==> config.mk <==
export PLATFORM = sky130hd
export DESIGN_NAME = control_flow_top
export DESIGN_NICKNAME = d
export VERILOG_FILES = /design/src/rtl/cf_pkg.sv /design/src/rtl/control_flow_top.sv /design/src/rtl/branch_unit.sv /design/src/rtl/instr_decoder.sv /design/src/rtl/branch_comparator.sv
export SDC_FILE = /design/constraint.sdc
export NUM_CORES = 1
export LEC_CHECK = 0
export ABC_AREA = 0
export ABC_CLOCK_PERIOD_IN_PS = 4700
export BUFFER_PORTS_ARGS = -buffer_cell sky130_fd_sc_hd__buf_2
export CAP_MARGIN = 10
export CORE_UTILIZATION = 40
export CTS_BUF_LIST = sky130_fd_sc_hd__clkbuf_16
export DETAILED_ROUTE_END_ITERATION = 12
export GPL_TIMING_DRIVEN = 0
export MAX_ROUTING_LAYER = met4
export PLACE_DENSITY = 0.66
export SLEW_MARGIN = 10
export SYNTH_ARGS = -nofsm -noshare
export SYNTH_HDL_FRONTEND = slang
export SYNTH_SLANG_ARGS = --single-unit
==> constraint.sdc <==
create_clock -name clk -period 4.7 [get_ports clk]
set_clock_uncertainty 0.1 [all_clocks]
set_input_delay 0.235 -clock clk [delete_from_list [all_inputs] [get_ports clk]]
set_output_delay 0.235 -clock clk [all_outputs]
set_load 0.1 [all_outputs]
==> src/rtl/cf_pkg.sv <==
// Shared types and constants for the RV32I control-flow path
// Interrupt and trap entry addresses are fixed here for the whole design

package cf_pkg;

    typedef logic [31:0] word_t;        // Address or data word
    typedef logic [31:0] instr_word_t;  // Raw instruction as fetched
    typedef logic [2:0]  funct3_t;      // Branch condition field

    // Major opcodes that change control flow
    localparam logic [6:0] OPC_JAL    = 7'b1101111;
    localparam logic [6:0] OPC_JALR   = 7'b1100111;
    localparam logic [6:0] OPC_BRANCH = 7'b1100011;
    localparam logic [6:0] OPC_SYSTEM = 7'b1110011;

    // Branch conditions, codes 2 and 3 are unused
    localparam funct3_t F3_BEQ  = 3'b000;
    localparam funct3_t F3_BNE  = 3'b001;
    localparam funct3_t F3_BLT  = 3'b100;
    localparam funct3_t F3_BGE  = 3'b101;
    localparam funct3_t F3_BLTU = 3'b110;
    localparam funct3_t F3_BGEU = 3'b111;

    // SYSTEM instructions with funct3 == 0, selected by bits 31:20
    localparam logic [11:0] FN12_ECALL  = 12'h000;
    localparam logic [11:0] FN12_EBREAK = 12'h001;
    localparam logic [11:0] FN12_MRET   = 12'h302;

    // Entry points of the handlers
    localparam word_t IRQ_ADDRESS  = 32'h0000_0010;
    localparam word_t TRAP_ADDRESS = 32'h0000_0020;

endpackage
==> src/rtl/control_flow_top.sv <==
// Two-stage control-flow path, pc_next one clock after the inputs
// No back-pressure; enable low just yields pc_valid low a cycle later

module control_flow_top (
    input  logic                clk,
    input  logic                reset,
    input  logic                enable,
    input  logic                irq,
    input  cf_pkg::instr_word_t instr,
    input  cf_pkg::word_t       pc,
    input  cf_pkg::word_t       xs1,
    input  cf_pkg::word_t       xs2,
    output cf_pkg::word_t       pc_next,
    output logic                pc_valid
);

    logic            d_valid;
    logic            d_irq;
    logic            d_is_jump;
    logic            d_is_branch;
    logic            d_is_mret;
    logic            d_is_trap;
    cf_pkg::funct3_t d_funct3;
    cf_pkg::word_t   d_xs1;
    cf_pkg::word_t   d_xs2;
    cf_pkg::word_t   d_address;
    cf_pkg::word_t   d_pc_incr;

    instr_decoder decode (
        .clk        (clk),
        .reset      (reset),
        .enable     (enable),
        .irq        (irq),
        .instr      (instr),
        .pc         (pc),
        .xs1        (xs1),
        .xs2        (xs2),
        .d_valid    (d_valid),
        .d_irq      (d_irq),
        .d_is_jump  (d_is_jump),
        .d_is_branch(d_is_branch),
        .d_is_mret  (d_is_mret),
        .d_is_trap  (d_is_trap),
        .d_funct3   (d_funct3),
        .d_xs1      (d_xs1),
        .d_xs2      (d_xs2),
        .d_address  (d_address),
        .d_pc_incr  (d_pc_incr)
    );

    branch_unit resolve (
        .clk      (clk),
        .reset    (reset),
        .valid    (d_valid),
        .irq      (d_irq),
        .is_jump  (d_is_jump),
        .is_branch(d_is_branch),
        .is_mret  (d_is_mret),
        .is_trap  (d_is_trap),
        .funct3   (d_funct3),
        .xs1      (d_xs1),
        .xs2      (d_xs2),
        .address  (d_address),
        .pc_incr  (d_pc_incr),
        .pc_next  (pc_next)
    );

    assign pc_valid = d_valid;  // Resolve stage is combinational

endmodule

==> src/rtl/branch_unit.sv <==
// Resolve stage, pc_next is combinational from the decode registers
// Exception state and mepc only change on cycles with valid high
// A single exception level, no nesting of interrupts

module branch_unit (
    input  logic            clk,
    input  logic            reset,
    input  logic            valid,
    input  logic            irq,
    input  logic            is_jump,
    input  logic            is_branch,
    input  logic            is_mret,
    input  logic            is_trap,
    input  cf_pkg::funct3_t funct3,
    input  cf_pkg::word_t   xs1,
    input  cf_pkg::word_t   xs2,
    input  cf_pkg::word_t   address,
    input  cf_pkg::word_t   pc_incr,
    output cf_pkg::word_t   pc_next
);

    logic          taken;
    cf_pkg::word_t pc_target;     // Normal-flow target
    logic          except_state;  // Inside a handler
    logic          accept_irq;
    cf_pkg::word_t mepc;

    branch_comparator cmp (
        .funct3(funct3),
        .a     (xs1),
        .b     (xs2),
        .taken (taken)
    );

    always_comb begin
        if (is_mret) begin
            pc_target = mepc;
        end else if (is_jump || (is_branch && taken)) begin
            pc_target = address;
        end else begin
            pc_target = pc_incr;
        end
    end

    assign accept_irq = irq && !except_state;  // Masked while in a handler

    always_comb begin
        if (accept_irq) begin
            pc_next = cf_pkg::IRQ_ADDRESS;
        end else if (is_trap) begin
            pc_next = cf_pkg::TRAP_ADDRESS;
        end else begin
            pc_next = pc_target;
        end
    end

    // mret wins over a new irq in the same cycle
    always_ff @(posedge clk) begin
        if (reset) begin
            except_state <= 1'b0;
        end else if (valid) begin
            if (is_mret) begin
                except_state <= 1'b0;
            end else if (irq) begin
                except_state <= 1'b1;
            end
        end
    end

    // Return address is the target the interrupted instruction would have taken
    always_ff @(posedge clk) begin
        if (reset) begin
            mepc <= '0;
        end else if (valid && (accept_irq || is_trap)) begin
            mepc <= pc_target;
        end
    end

endmodule

==> src/rtl/instr_decoder.sv <==
// Decode stage, one instruction per cycle, no stall
// Only d_valid is reset; payload outputs follow the inputs every cycle
// Illegal encodings are not flagged and decode as sequential flow

module instr_decoder (
    input  logic                clk,
    input  logic                reset,
    input  logic                enable,
    input  logic                irq,
    input  cf_pkg::instr_word_t instr,
    input  cf_pkg::word_t       pc,
    input  cf_pkg::word_t       xs1,
    input  cf_pkg::word_t       xs2,
    output logic                d_valid,
    output logic                d_irq,
    output logic                d_is_jump,
    output logic                d_is_branch,
    output logic                d_is_mret,
    output logic                d_is_trap,
    output cf_pkg::funct3_t     d_funct3,
    output cf_pkg::word_t       d_xs1,
    output cf_pkg::word_t       d_xs2,
    output cf_pkg::word_t       d_address,
    output cf_pkg::word_t       d_pc_incr
);

    logic [6:0]      opcode;
    cf_pkg::funct3_t funct3;
    logic [11:0]     funct12;
    cf_pkg::word_t   imm_i;
    cf_pkg::word_t   imm_b;
    cf_pkg::word_t   imm_j;
    cf_pkg::word_t   target;
    logic            is_system;
    logic            is_jump;
    logic            is_branch;
    logic            is_mret;
    logic            is_trap;

    assign opcode  = instr[6:0];
    assign funct3  = instr[14:12];
    assign funct12 = instr[31:20];

    // Sign-extended immediates
    assign imm_i = {{20{instr[31]}}, instr[31:20]};
    assign imm_b = {{19{instr[31]}}, instr[31], instr[7], instr[30:25], instr[11:8], 1'b0};
    assign imm_j = {{11{instr[31]}}, instr[31], instr[19:12], instr[20], instr[30:21], 1'b0};

    assign is_system = (opcode == cf_pkg::OPC_SYSTEM) && (funct3 == 3'b000);
    assign is_jump   = (opcode == cf_pkg::OPC_JAL) || (opcode == cf_pkg::OPC_JALR);
    assign is_branch = (opcode == cf_pkg::OPC_BRANCH);
    assign is_mret   = is_system && (funct12 == cf_pkg::FN12_MRET);
    assign is_trap   = is_system && ((funct12 == cf_pkg::FN12_ECALL) ||
                                     (funct12 == cf_pkg::FN12_EBREAK));

    always_comb begin
        case (opcode)
            cf_pkg::OPC_JAL:    target = pc + imm_j;
            cf_pkg::OPC_JALR:   target = xs1 + imm_i;  // May be odd, aligned below
            cf_pkg::OPC_BRANCH: target = pc + imm_b;
            default:            target = '0;
        endcase
    end

    always_ff @(posedge clk) begin
        if (reset) begin
            d_valid <= 1'b0;
        end else begin
            d_valid <= enable;
        end
    end

    // Stage payload
    always_ff @(posedge clk) begin
        d_irq       <= irq;
        d_is_jump   <= is_jump;
        d_is_branch <= is_branch;
        d_is_mret   <= is_mret;
        d_is_trap   <= is_trap;
        d_funct3    <= funct3;
        d_xs1       <= xs1;
        d_xs2       <= xs2;
        d_address   <= {target[31:2], 2'b00};
        d_pc_incr   <= pc + 32'd4;
    end

endmodule

==> src/rtl/branch_comparator.sv <==
// Operand compare for the six RV32I branch conditions
// Unused condition codes never take the branch

module branch_comparator (
    input  cf_pkg::funct3_t funct3,
    input  cf_pkg::word_t   a,
    input  cf_pkg::word_t   b,
    output logic            taken
);

    logic equal;
    logic less_signed;
    logic less_unsigned;

    assign equal         = (a == b);
    assign less_signed   = ($signed(a) < $signed(b));
    assign less_unsigned = (a < b);

    always_comb begin
        case (funct3)
            cf_pkg::F3_BEQ:  taken = equal;
            cf_pkg::F3_BNE:  taken = !equal;
            cf_pkg::F3_BLT:  taken = less_signed;
            cf_pkg::F3_BGE:  taken = !less_signed;
            cf_pkg::F3_BLTU: taken = less_unsigned;
            cf_pkg::F3_BGEU: taken = !less_unsigned;
            default:         taken = 1'b0;
        endcase
    end

endmodule

### Yosys cells after proc, flatten, opt, wreduce, memory -nomap -nowiden

Index checks and enable logic that the tools add are counted.
Widths: inputs -> output; s select.

* shift-type cells: 0
* divide/modulo/power cells: 0
* add/subtract/negate cells: 4
* reductions and logical operators: 19
* mux-type cells: 8
* magnitude comparators: 2
* equal/unequal tests: 12
* multipliers: 0
* bitwise gates (word level): 0

Operator list (number)
* $mux 32: 4
* $add 32x32->32: 3
* $pmux 32 s3: 1
* $lt 32x32->1: 2
* $add 32x3->32 const B: 1
* $eq 32x32->1: 1
* $eq 7x7->1 const B: 4
* $eq 12x1->1 const B: 1
* $eq 12x10->1 const B: 1
* $eq 3x3->1 const B: 4
* $logic_not 12->1: 1
* $logic_and 1x1->1: 6
* $logic_not 3->1: 2
* $pmux 1 s6: 1
* $logic_not 1->1: 4
* $logic_or 1x1->1: 4
* $eq 3x1->1 const B: 1
* $mux 1: 2
* $reduce_and 2->1: 1
* $reduce_bool 2->1: 1

* latch bits: 0
* register bits: 168
* RAM bits: 0
* bits in read-only memories: 0
* memories kept: 0

### Longest topological paths before layout

Gate-level depths: netlist of the first run.

* depth after elaboration: 9
* gate-level depth with buffers: 16
* mapped depth without buffers: 16

### Hierarchy

From an unflattened synthesis of the first run, not the netlist that was laid out.

* cells, all modules: 1064
* area total of the unflattened synthesis: 9749.4 um^2

Modules (own cells, without submodules)
* instr_decoder: times used 1, area an instance 6532.5 um^2, cells each 680
* branch_unit: times used 1, area an instance 2352.3 um^2, cells each 264
* branch_comparator: times used 1, area an instance 864.6 um^2, cells each 120

### Least setup slack after synthesis of the first run

OpenSTA, ideal clock, no wires.

* path type: register to output
* start point: register decode.d_xs2[14]
* end point: output port pc_next[24]
* cell stages (with the launch flop): 14
* slack: -287 ps
* data arrival time: 4652 ps
* data required time: 4365 ps
* cell sequence: dfxtp_1 inv_1 ha_1 a21oi_1 nand2_1 a21o_1 o41ai_1 o211ai_2 xnor2_1 a311o_1 buf_6 buf_6 mux2i_1 a211oi_1

* longest elaborated chain between the ends: 9
* elaborated cells between the ends (all ways): 13
* those cells by class: order compare: 2; eq/ne: 1; mux: 5; reduce/logical: 5

RTL lines
* start, declared: RTL line instr_decoder.sv:22 `output cf_pkg::word_t d_xs2,`
* start signal, assigned: RTL line instr_decoder.sv:82 `d_xs2 <= xs2;`
* $lt 32x32->1, or another cell as far along: RTL line branch_comparator.sv:17 `assign less_unsigned = (a < b);`
* $logic_not 1->1, on equally long branches: RTL line branch_comparator.sv:26, branch_comparator.sv:22, branch_comparator.sv:24
* $pmux 1 s6 *: RTL line branch_comparator.sv:20 `case (funct3)`
* $logic_and 1x1->1 *: RTL line branch_unit.sv:38 `end else if (is_jump || (is_branch && taken)) begin`
* $logic_or 1x1->1 *: RTL line branch_unit.sv:38
* $mux 32 *: RTL line branch_unit.sv:38
* $mux 32 *: RTL line branch_unit.sv:36 `if (is_mret) begin`
* $mux 32 *: RTL line branch_unit.sv:50 `end else if (is_trap) begin`
* $mux 32 *: RTL line branch_unit.sv:48 `if (accept_irq) begin`
* end, declared: RTL line control_flow_top.sv:13 `output cf_pkg::word_t pc_next,`

Mark *: on every way between the ends. The rest lies on a longest branch, timed or not.

### Worst setup path after layout of the first run

* start point: register decode.d_xs2[13]
* end point: output port pc_next[2]

The elaborated chain is that of the path after synthesis.

==> flow_metrics.tcl, run 1 <==
set metrics [dict create \
    max_freq_mhz 223.6 \
    synth_warnings 0 \
    outcome "finished clean" \
    root_buffer "clkbuf_16" \
    instances_no_fill 1599 \
    place.gp.congestion 0.9386 \
    tns_ps 0 \
    tightest_slew_ps 845.1 \
    dr.pass1.iters 5 \
    crit_buf_inv 4 \
    worstHoldPathType "in2reg" \
    critical_path.cell_chain "inv_1, ha_1, nand4_1, nor3_1, a21boi_0, o41ai_1, o211ai_2, xnor2_1, a311o_1, buf_6, buf_8, mux2i_1, a211oi_2, buf_2" \
    cts_tree "built" \
    rows 55 \
    fillers 2052 \
    cts_inserted_buffers 17 \
    cp-start-kind "flip-flop" \
    ant_nets 0 \
    dieWidth_um 154.0 \
    finalWirelength_mm 26.94 \
    die_height_um 154.0 \
    required_ps 4370 \
    grt_usage 0.2344 \
    ys_types 71 \
    relSlewSlack 0.4366 \
    grt_pass1_wl_mm 41.92 \
    clock_latency_ps 430 \
    synthArstFlopShare 0 \
    critPathLaunch "decode.d_xs2[13]" \
    drc_errors 0 \
    hp-start "pc[2]" \
    cp-end-kind "output pin" \
    routed-via-count 8593 \
    syn_nets 1248 \
    synth.top_cells.by_area "dfxtp_1, ha_1, a211oi_1, xnor2_1, nor2_1" \
    grt_pass1_vias 8030 \
    drt_iter0_markers 779 \
    drv_slew 0 \
    finalHoldViolCount 0 \
    crit_family "compound AO/OA/AOI/OAI gates" \
    wl_per_cell_um 16.85 \
    netlist_top_cells_count "dfxtp_1, ha_1, nor2_1, nand2_1, a211oi_1" \
    num_io_pins 165 \
    finalPower_mw 3.817 \
    path_clk_slew_ps 60 \
    crit_slowest_cell "o41ai_1" \
    post-route-util 0.5343 \
    via_per_inst 5.374 \
    antenna_cells 0 \
    crit_type "reg2out" \
    nets 1527 \
    syn_inst 1023 \
    initial_core_util 0.4084 \
    drive_gt1_frac 0.1773 \
    regToRegStartpoint "decode.d_xs2[13]" \
    fin_crit_sh 0.9516 \
    cts_setup_buffers 0 \
    rsz0062_at_grt "no" \
    yosys_most_used_dff "dfxtp_1" \
    leakagePower_nw 5.417 \
    synth.avg_cell_area_um2 9.038 \
    gr-total-overflow 0 \
    placedCellCount 1471 \
    die_area_mm2 0.02373 \
    netlist.area_leader.share 0.3637 \
    crit_fanout 10 \
    grt_antenna_before_repair 0 \
    vdd_drop_max_uv 195.1 \
    critPathMaxStageDelay_ps 540 \
    synth_seq_cells 168 \
    synth_top_area_cell "dfxtp_1" \
    grt_max_degree 36 \
    cts_max_path_buffers 2 \
    fin_crit_ps 4473 \
    hold-worst-slack_ps 20.22 \
    cts_max_level 4 \
    synth_most_common_cell "dfxtp_1" \
    finalSetupViolCount 0 \
    synth_edf_count 0 \
    seq_area_frac_synth 0.3637 \
    syn_area_mm2 0.009246 \
    port_buffers 163 \
    areaGrowthSynthToFinish_pct 30.84 \
    cp.arrival_ps 4140 \
    post-dp-hpwl_mm 20.50 \
    core_mm2 0.02264 \
    p_per_area_mw_per_mm2 315.5 \
    clock_sinks 168 \
    drv_cap 0 \
]
worst reg2reg max path, stage by stage (launching register included):
cell and delay, ps:
dfxtp_1 320, inv_1 50, ha_1 290, nand4_1 230
nor3_1 120, a21boi_0 160, o41ai_1 540, o211ai_2 170
xnor2_1 170, a311o_1 400, buf_6 170, buf_8 160
mux2i_1 360, a211oi_1 130
report_power, final:
part           leakage (nW)  internal, mW  switching [mW]  total, mW
Combinational          3.74         0.369           0.577      0.946
Clock                 0.282         0.774           0.584       1.36
Sequential             1.40          1.49          0.0226       1.51
routing by layer:
metal | up-vias | global-route usage | part of all wire
met3 | 38 | 0.03241 | 0.062
met4 | 0 | 0.07619 | 0.020
met2 | 309 | 0.3548 | 0.44
li1 | 4281 | - | -
met5 | - | - | 0
met1 | 3965 | 0.3206 | 0.48
what timing repair did:
action	CTS	global route
hold buffers	97	0
endpoints found under the hold margin	97	0
gates resized for setup	0	0
layout by cell type, fill, tap and decap left out, types with 7 or more instances in the layout:
| cell | instances |
|---|---|
| o211ai_1 | 7 |
| nor3_1 | 10 |
| a21oi_1 | 50 |
| clkbuf_16 | 17 |
| buf_2 | 163 |
| inv_1 | 54 |
| dlygate4sd3_1 | 97 |
| xnor2_1 | 51 |
| nand2b_1 | 10 |
| dfxtp_1 | 168 |
| a211oi_1 | 37 |
| o21a_1 | 7 |
| nor2_1 | 92 |
| clkbuf_1 | 31 |
| nand2_1 | 73 |
| mux2i_1 | 34 |
| o21ai_0 | 15 |
| xor2_1 | 29 |
| ha_1 | 92 |
| nand4_1 | 14 |
| nand3_1 | 35 |
| a211oi_2 | 28 |
| and3_1 | 20 |
| o22ai_1 | 25 |
| a21o_1 | 38 |
flip-flops by register name (all words and copies together) (netlist names), 3 cells and up:
| signal | cells |
|---|---|
| decode.d_xs1 | 32 |
| decode.d_funct3 | 3 |
| decode.d_pc_incr | 32 |
| decode.d_address | 30 |
| decode.d_xs2 | 32 |
| resolve.mepc | 32 |
worst paths after layout:
kind / end / slack, ps / cells after the start
setup / recovery: pc_next[2] / 230 / 14
hold reg to reg: resolve.mepc[1] / 360 / 2
setup reg to reg: resolve.mepc[2] / 1200 / 13
hold / removal: decode.d_pc_incr[2] / 20 / 2
layout make-up:
class | instances | area, µm² | share of cell area
well taps | 285 | 356.6 | 0.02948
clock inverters | 14 | 135.1 | 0.01117
plain buffers | 36 | 172.7 | 0.01427
inverters | 52 | 195.2 | 0.01613
multi-input cells | 767 | 5663 | 0.4681
clock buffers | 17 | 425.4 | 0.03516
repair buffers | 260 | 1787 | 0.1477
flip-flops and latches | 168 | 3363 | 0.2780
through the flow:
stage	area [µm²]	setup WS [ps]
final	12100	227.4
after global routing	12100	8.425
after CTS	12100	169.2
after detailed placement	10570	601.8
after global placement	10570	631.0
after floorplan	9394	520.3
cells by family (layout without fill, tap and decap cells):
kind of cell	Yosys count	count (layout)	synth area share
AOI/OAI and AO/OA	270	270	0.2050
buffers and inverters	88	379	0.03978
xor gates and xnor gates	80	80	0.07578
and+or+nand+nor	290	290	0.1522
adders and majority gates	93	93	0.1267
DFF	168	168	0.3637
muxes	34	34	0.03681
No activity file was read; power rests on OpenSTA's default activity.
==> run 2: changes to the inputs <==
- RECOVER_POWER: unset -> 50
==> flow_metrics.tcl, run 2 (same netlist as run 1, synthesis figures left out) <==
set metrics [dict create \
    fin_crit_sh 0.9560 \
    rows 55 \
    cp.arrival_ps 4160 \
    via_per_inst 5.371 \
    finalWirelength_mm 26.96 \
    clock_latency_ps 430 \
    hold-worst-slack_ps 20.72 \
    routed-via-count 8588 \
    cts_inserted_buffers 17 \
    vdd_drop_max_uv 195.2 \
    cts_max_path_buffers 2 \
    relSlewSlack 0.2339 \
    clock_sinks 168 \
    final_cell_mix "dfxtp_1, buf_2, dlygate4sd3_1, nor2_1, ha_1" \
    cts_max_level 4 \
    dr.pass1.iters 5 \
    gr-total-overflow 0 \
    required_ps 4370 \
    grt_pass1_wl_mm 41.92 \
    post-dp-hpwl_mm 20.50 \
    p_per_area_mw_per_mm2 316.5 \
    critPathMaxStageDelay_ps 540 \
    outcome "finished clean" \
    grt_pass1_vias 8030 \
    drt_iter0_markers 779 \
    crit_family "compound AO/OA/AOI/OAI gates" \
    cp-end-kind "output pin" \
    path_clk_slew_ps 60 \
    cp-start-kind "flip-flop" \
    wl_per_cell_um 16.86 \
    root_buffer "clkbuf_16" \
    drv_cap 0 \
    nets 1527 \
    finalHoldViolCount 0 \
    final_common_cell "dfxtp_1" \
    drv_slew 0 \
    core_mm2 0.02264 \
    cts_setup_buffers 0 \
    finalSetupViolCount 0 \
    initial_core_util 0.4084 \
    crit_buf_inv 4 \
    max_freq_mhz 222.6 \
    leakagePower_nw 5.311 \
    ant_nets 0 \
    tns_ps 0 \
    fillers 2074 \
    crit_fanout 10 \
    worstHoldPathType "in2reg" \
    drive_gt1_frac 0.1484 \
    drc_errors 0 \
    areaGrowthSynthToFinish_pct 30.32 \
    crit_slowest_cell "o41ai_1" \
    rsz0062_at_grt "no" \
    num_io_pins 165 \
    cts_tree "built" \
    grt_usage 0.2344 \
    dieWidth_um 154.0 \
    die_area_mm2 0.02373 \
    r2r_setup_slack_ps 1180 \
    critical_path.cell_chain "inv_1, ha_1, nand4_1, nor3_1, a21boi_0, o41ai_1, o211ai_2, xnor2_1, a311o_1, buf_6, buf_8, mux2i_1, a211oi_2, buf_2" \
    port_buffers 163 \
    place.gp.congestion 0.9386 \
    crit_type "reg2out" \
    grt_max_degree 36 \
    tightest_slew_ps 1154 \
    die_height_um 154.0 \
    antenna_cells 0 \
    grt_antenna_before_repair 0 \
    fin_crit_ps 4493 \
]
[run 2: per-stage QoR]
stage	setup slack [ps]	utilization	instance area, µm²	power [mW]	cells
final	206.9	0.5322	12050	3.813	1599
after global routing	8.425	0.5322	12050	3.983	1599
after global placement	631.0	0.4667	10570	2.403	1471
after CTS	169.2	0.5343	12100	3.831	1599
after floorplan	520.3	-	9394	2.176	1023
after detailed placement	601.8	0.4667	10570	2.412	1471
[run 2: power breakdown]
group | leakage, nW | internal, mW | switching [mW] | total (mW)
Combinational | 3.63 | 0.364 | 0.577 | 0.942
Sequential | 1.40 | 1.49 | 0.0226 | 1.51
Clock | 0.282 | 0.774 | 0.585 | 1.36
Total | 5.31 | 2.63 | 1.18 | 3.81
[run 2: final cells by class]
cell class / count / area, µm² / share of cell area
buffer: 36 / 172.7 / 0.01433
sequential: 168 / 3363 / 0.2791
clock inverter: 14 / 135.1 / 0.01121
timing repair buffer: 260 / 1739 / 0.1443
inverter: 52 / 195.2 / 0.01620
clock buffer: 17 / 425.4 / 0.03530
multi-input combinational: 767 / 5663 / 0.4699
tap: 285 / 356.6 / 0.02959
[run 2: tightest hold or removal path, delay by kind of cell]
family | cells | cell delay (ps)
AND/OR/NAND/NOR | 2 | 160
buffers and inverters | 1 | 110
[run 2: routing by layer]
layer	wire, µm	global-route usage	share of wire
met5	0	-	0
met4	562	0.07619	0.021
met3	1571	0.03241	0.058
met2	11780	0.3548	0.44
met1	13050	0.3206	0.48
[run 2: final timing paths]
| kind | startpoint | endpoint | depth (start not counted) |
|---|---|---|---|
| setup / recovery | decode.d_xs2[13] | pc_next[2] | 14 |
| hold / removal | instr[0] | decode.d_is_jump | 3 |
| setup reg to reg | decode.d_xs2[13] | resolve.mepc[2] | 13 |
| hold reg to reg | resolve.mepc[1] | resolve.mepc[1] | 2 |
[run 2: repair_timing]
item | in CTS | in global routing
resized for setup | 0 | 0
hold endpoints to repair | 97 | 0
hold buffers | 97 | 0
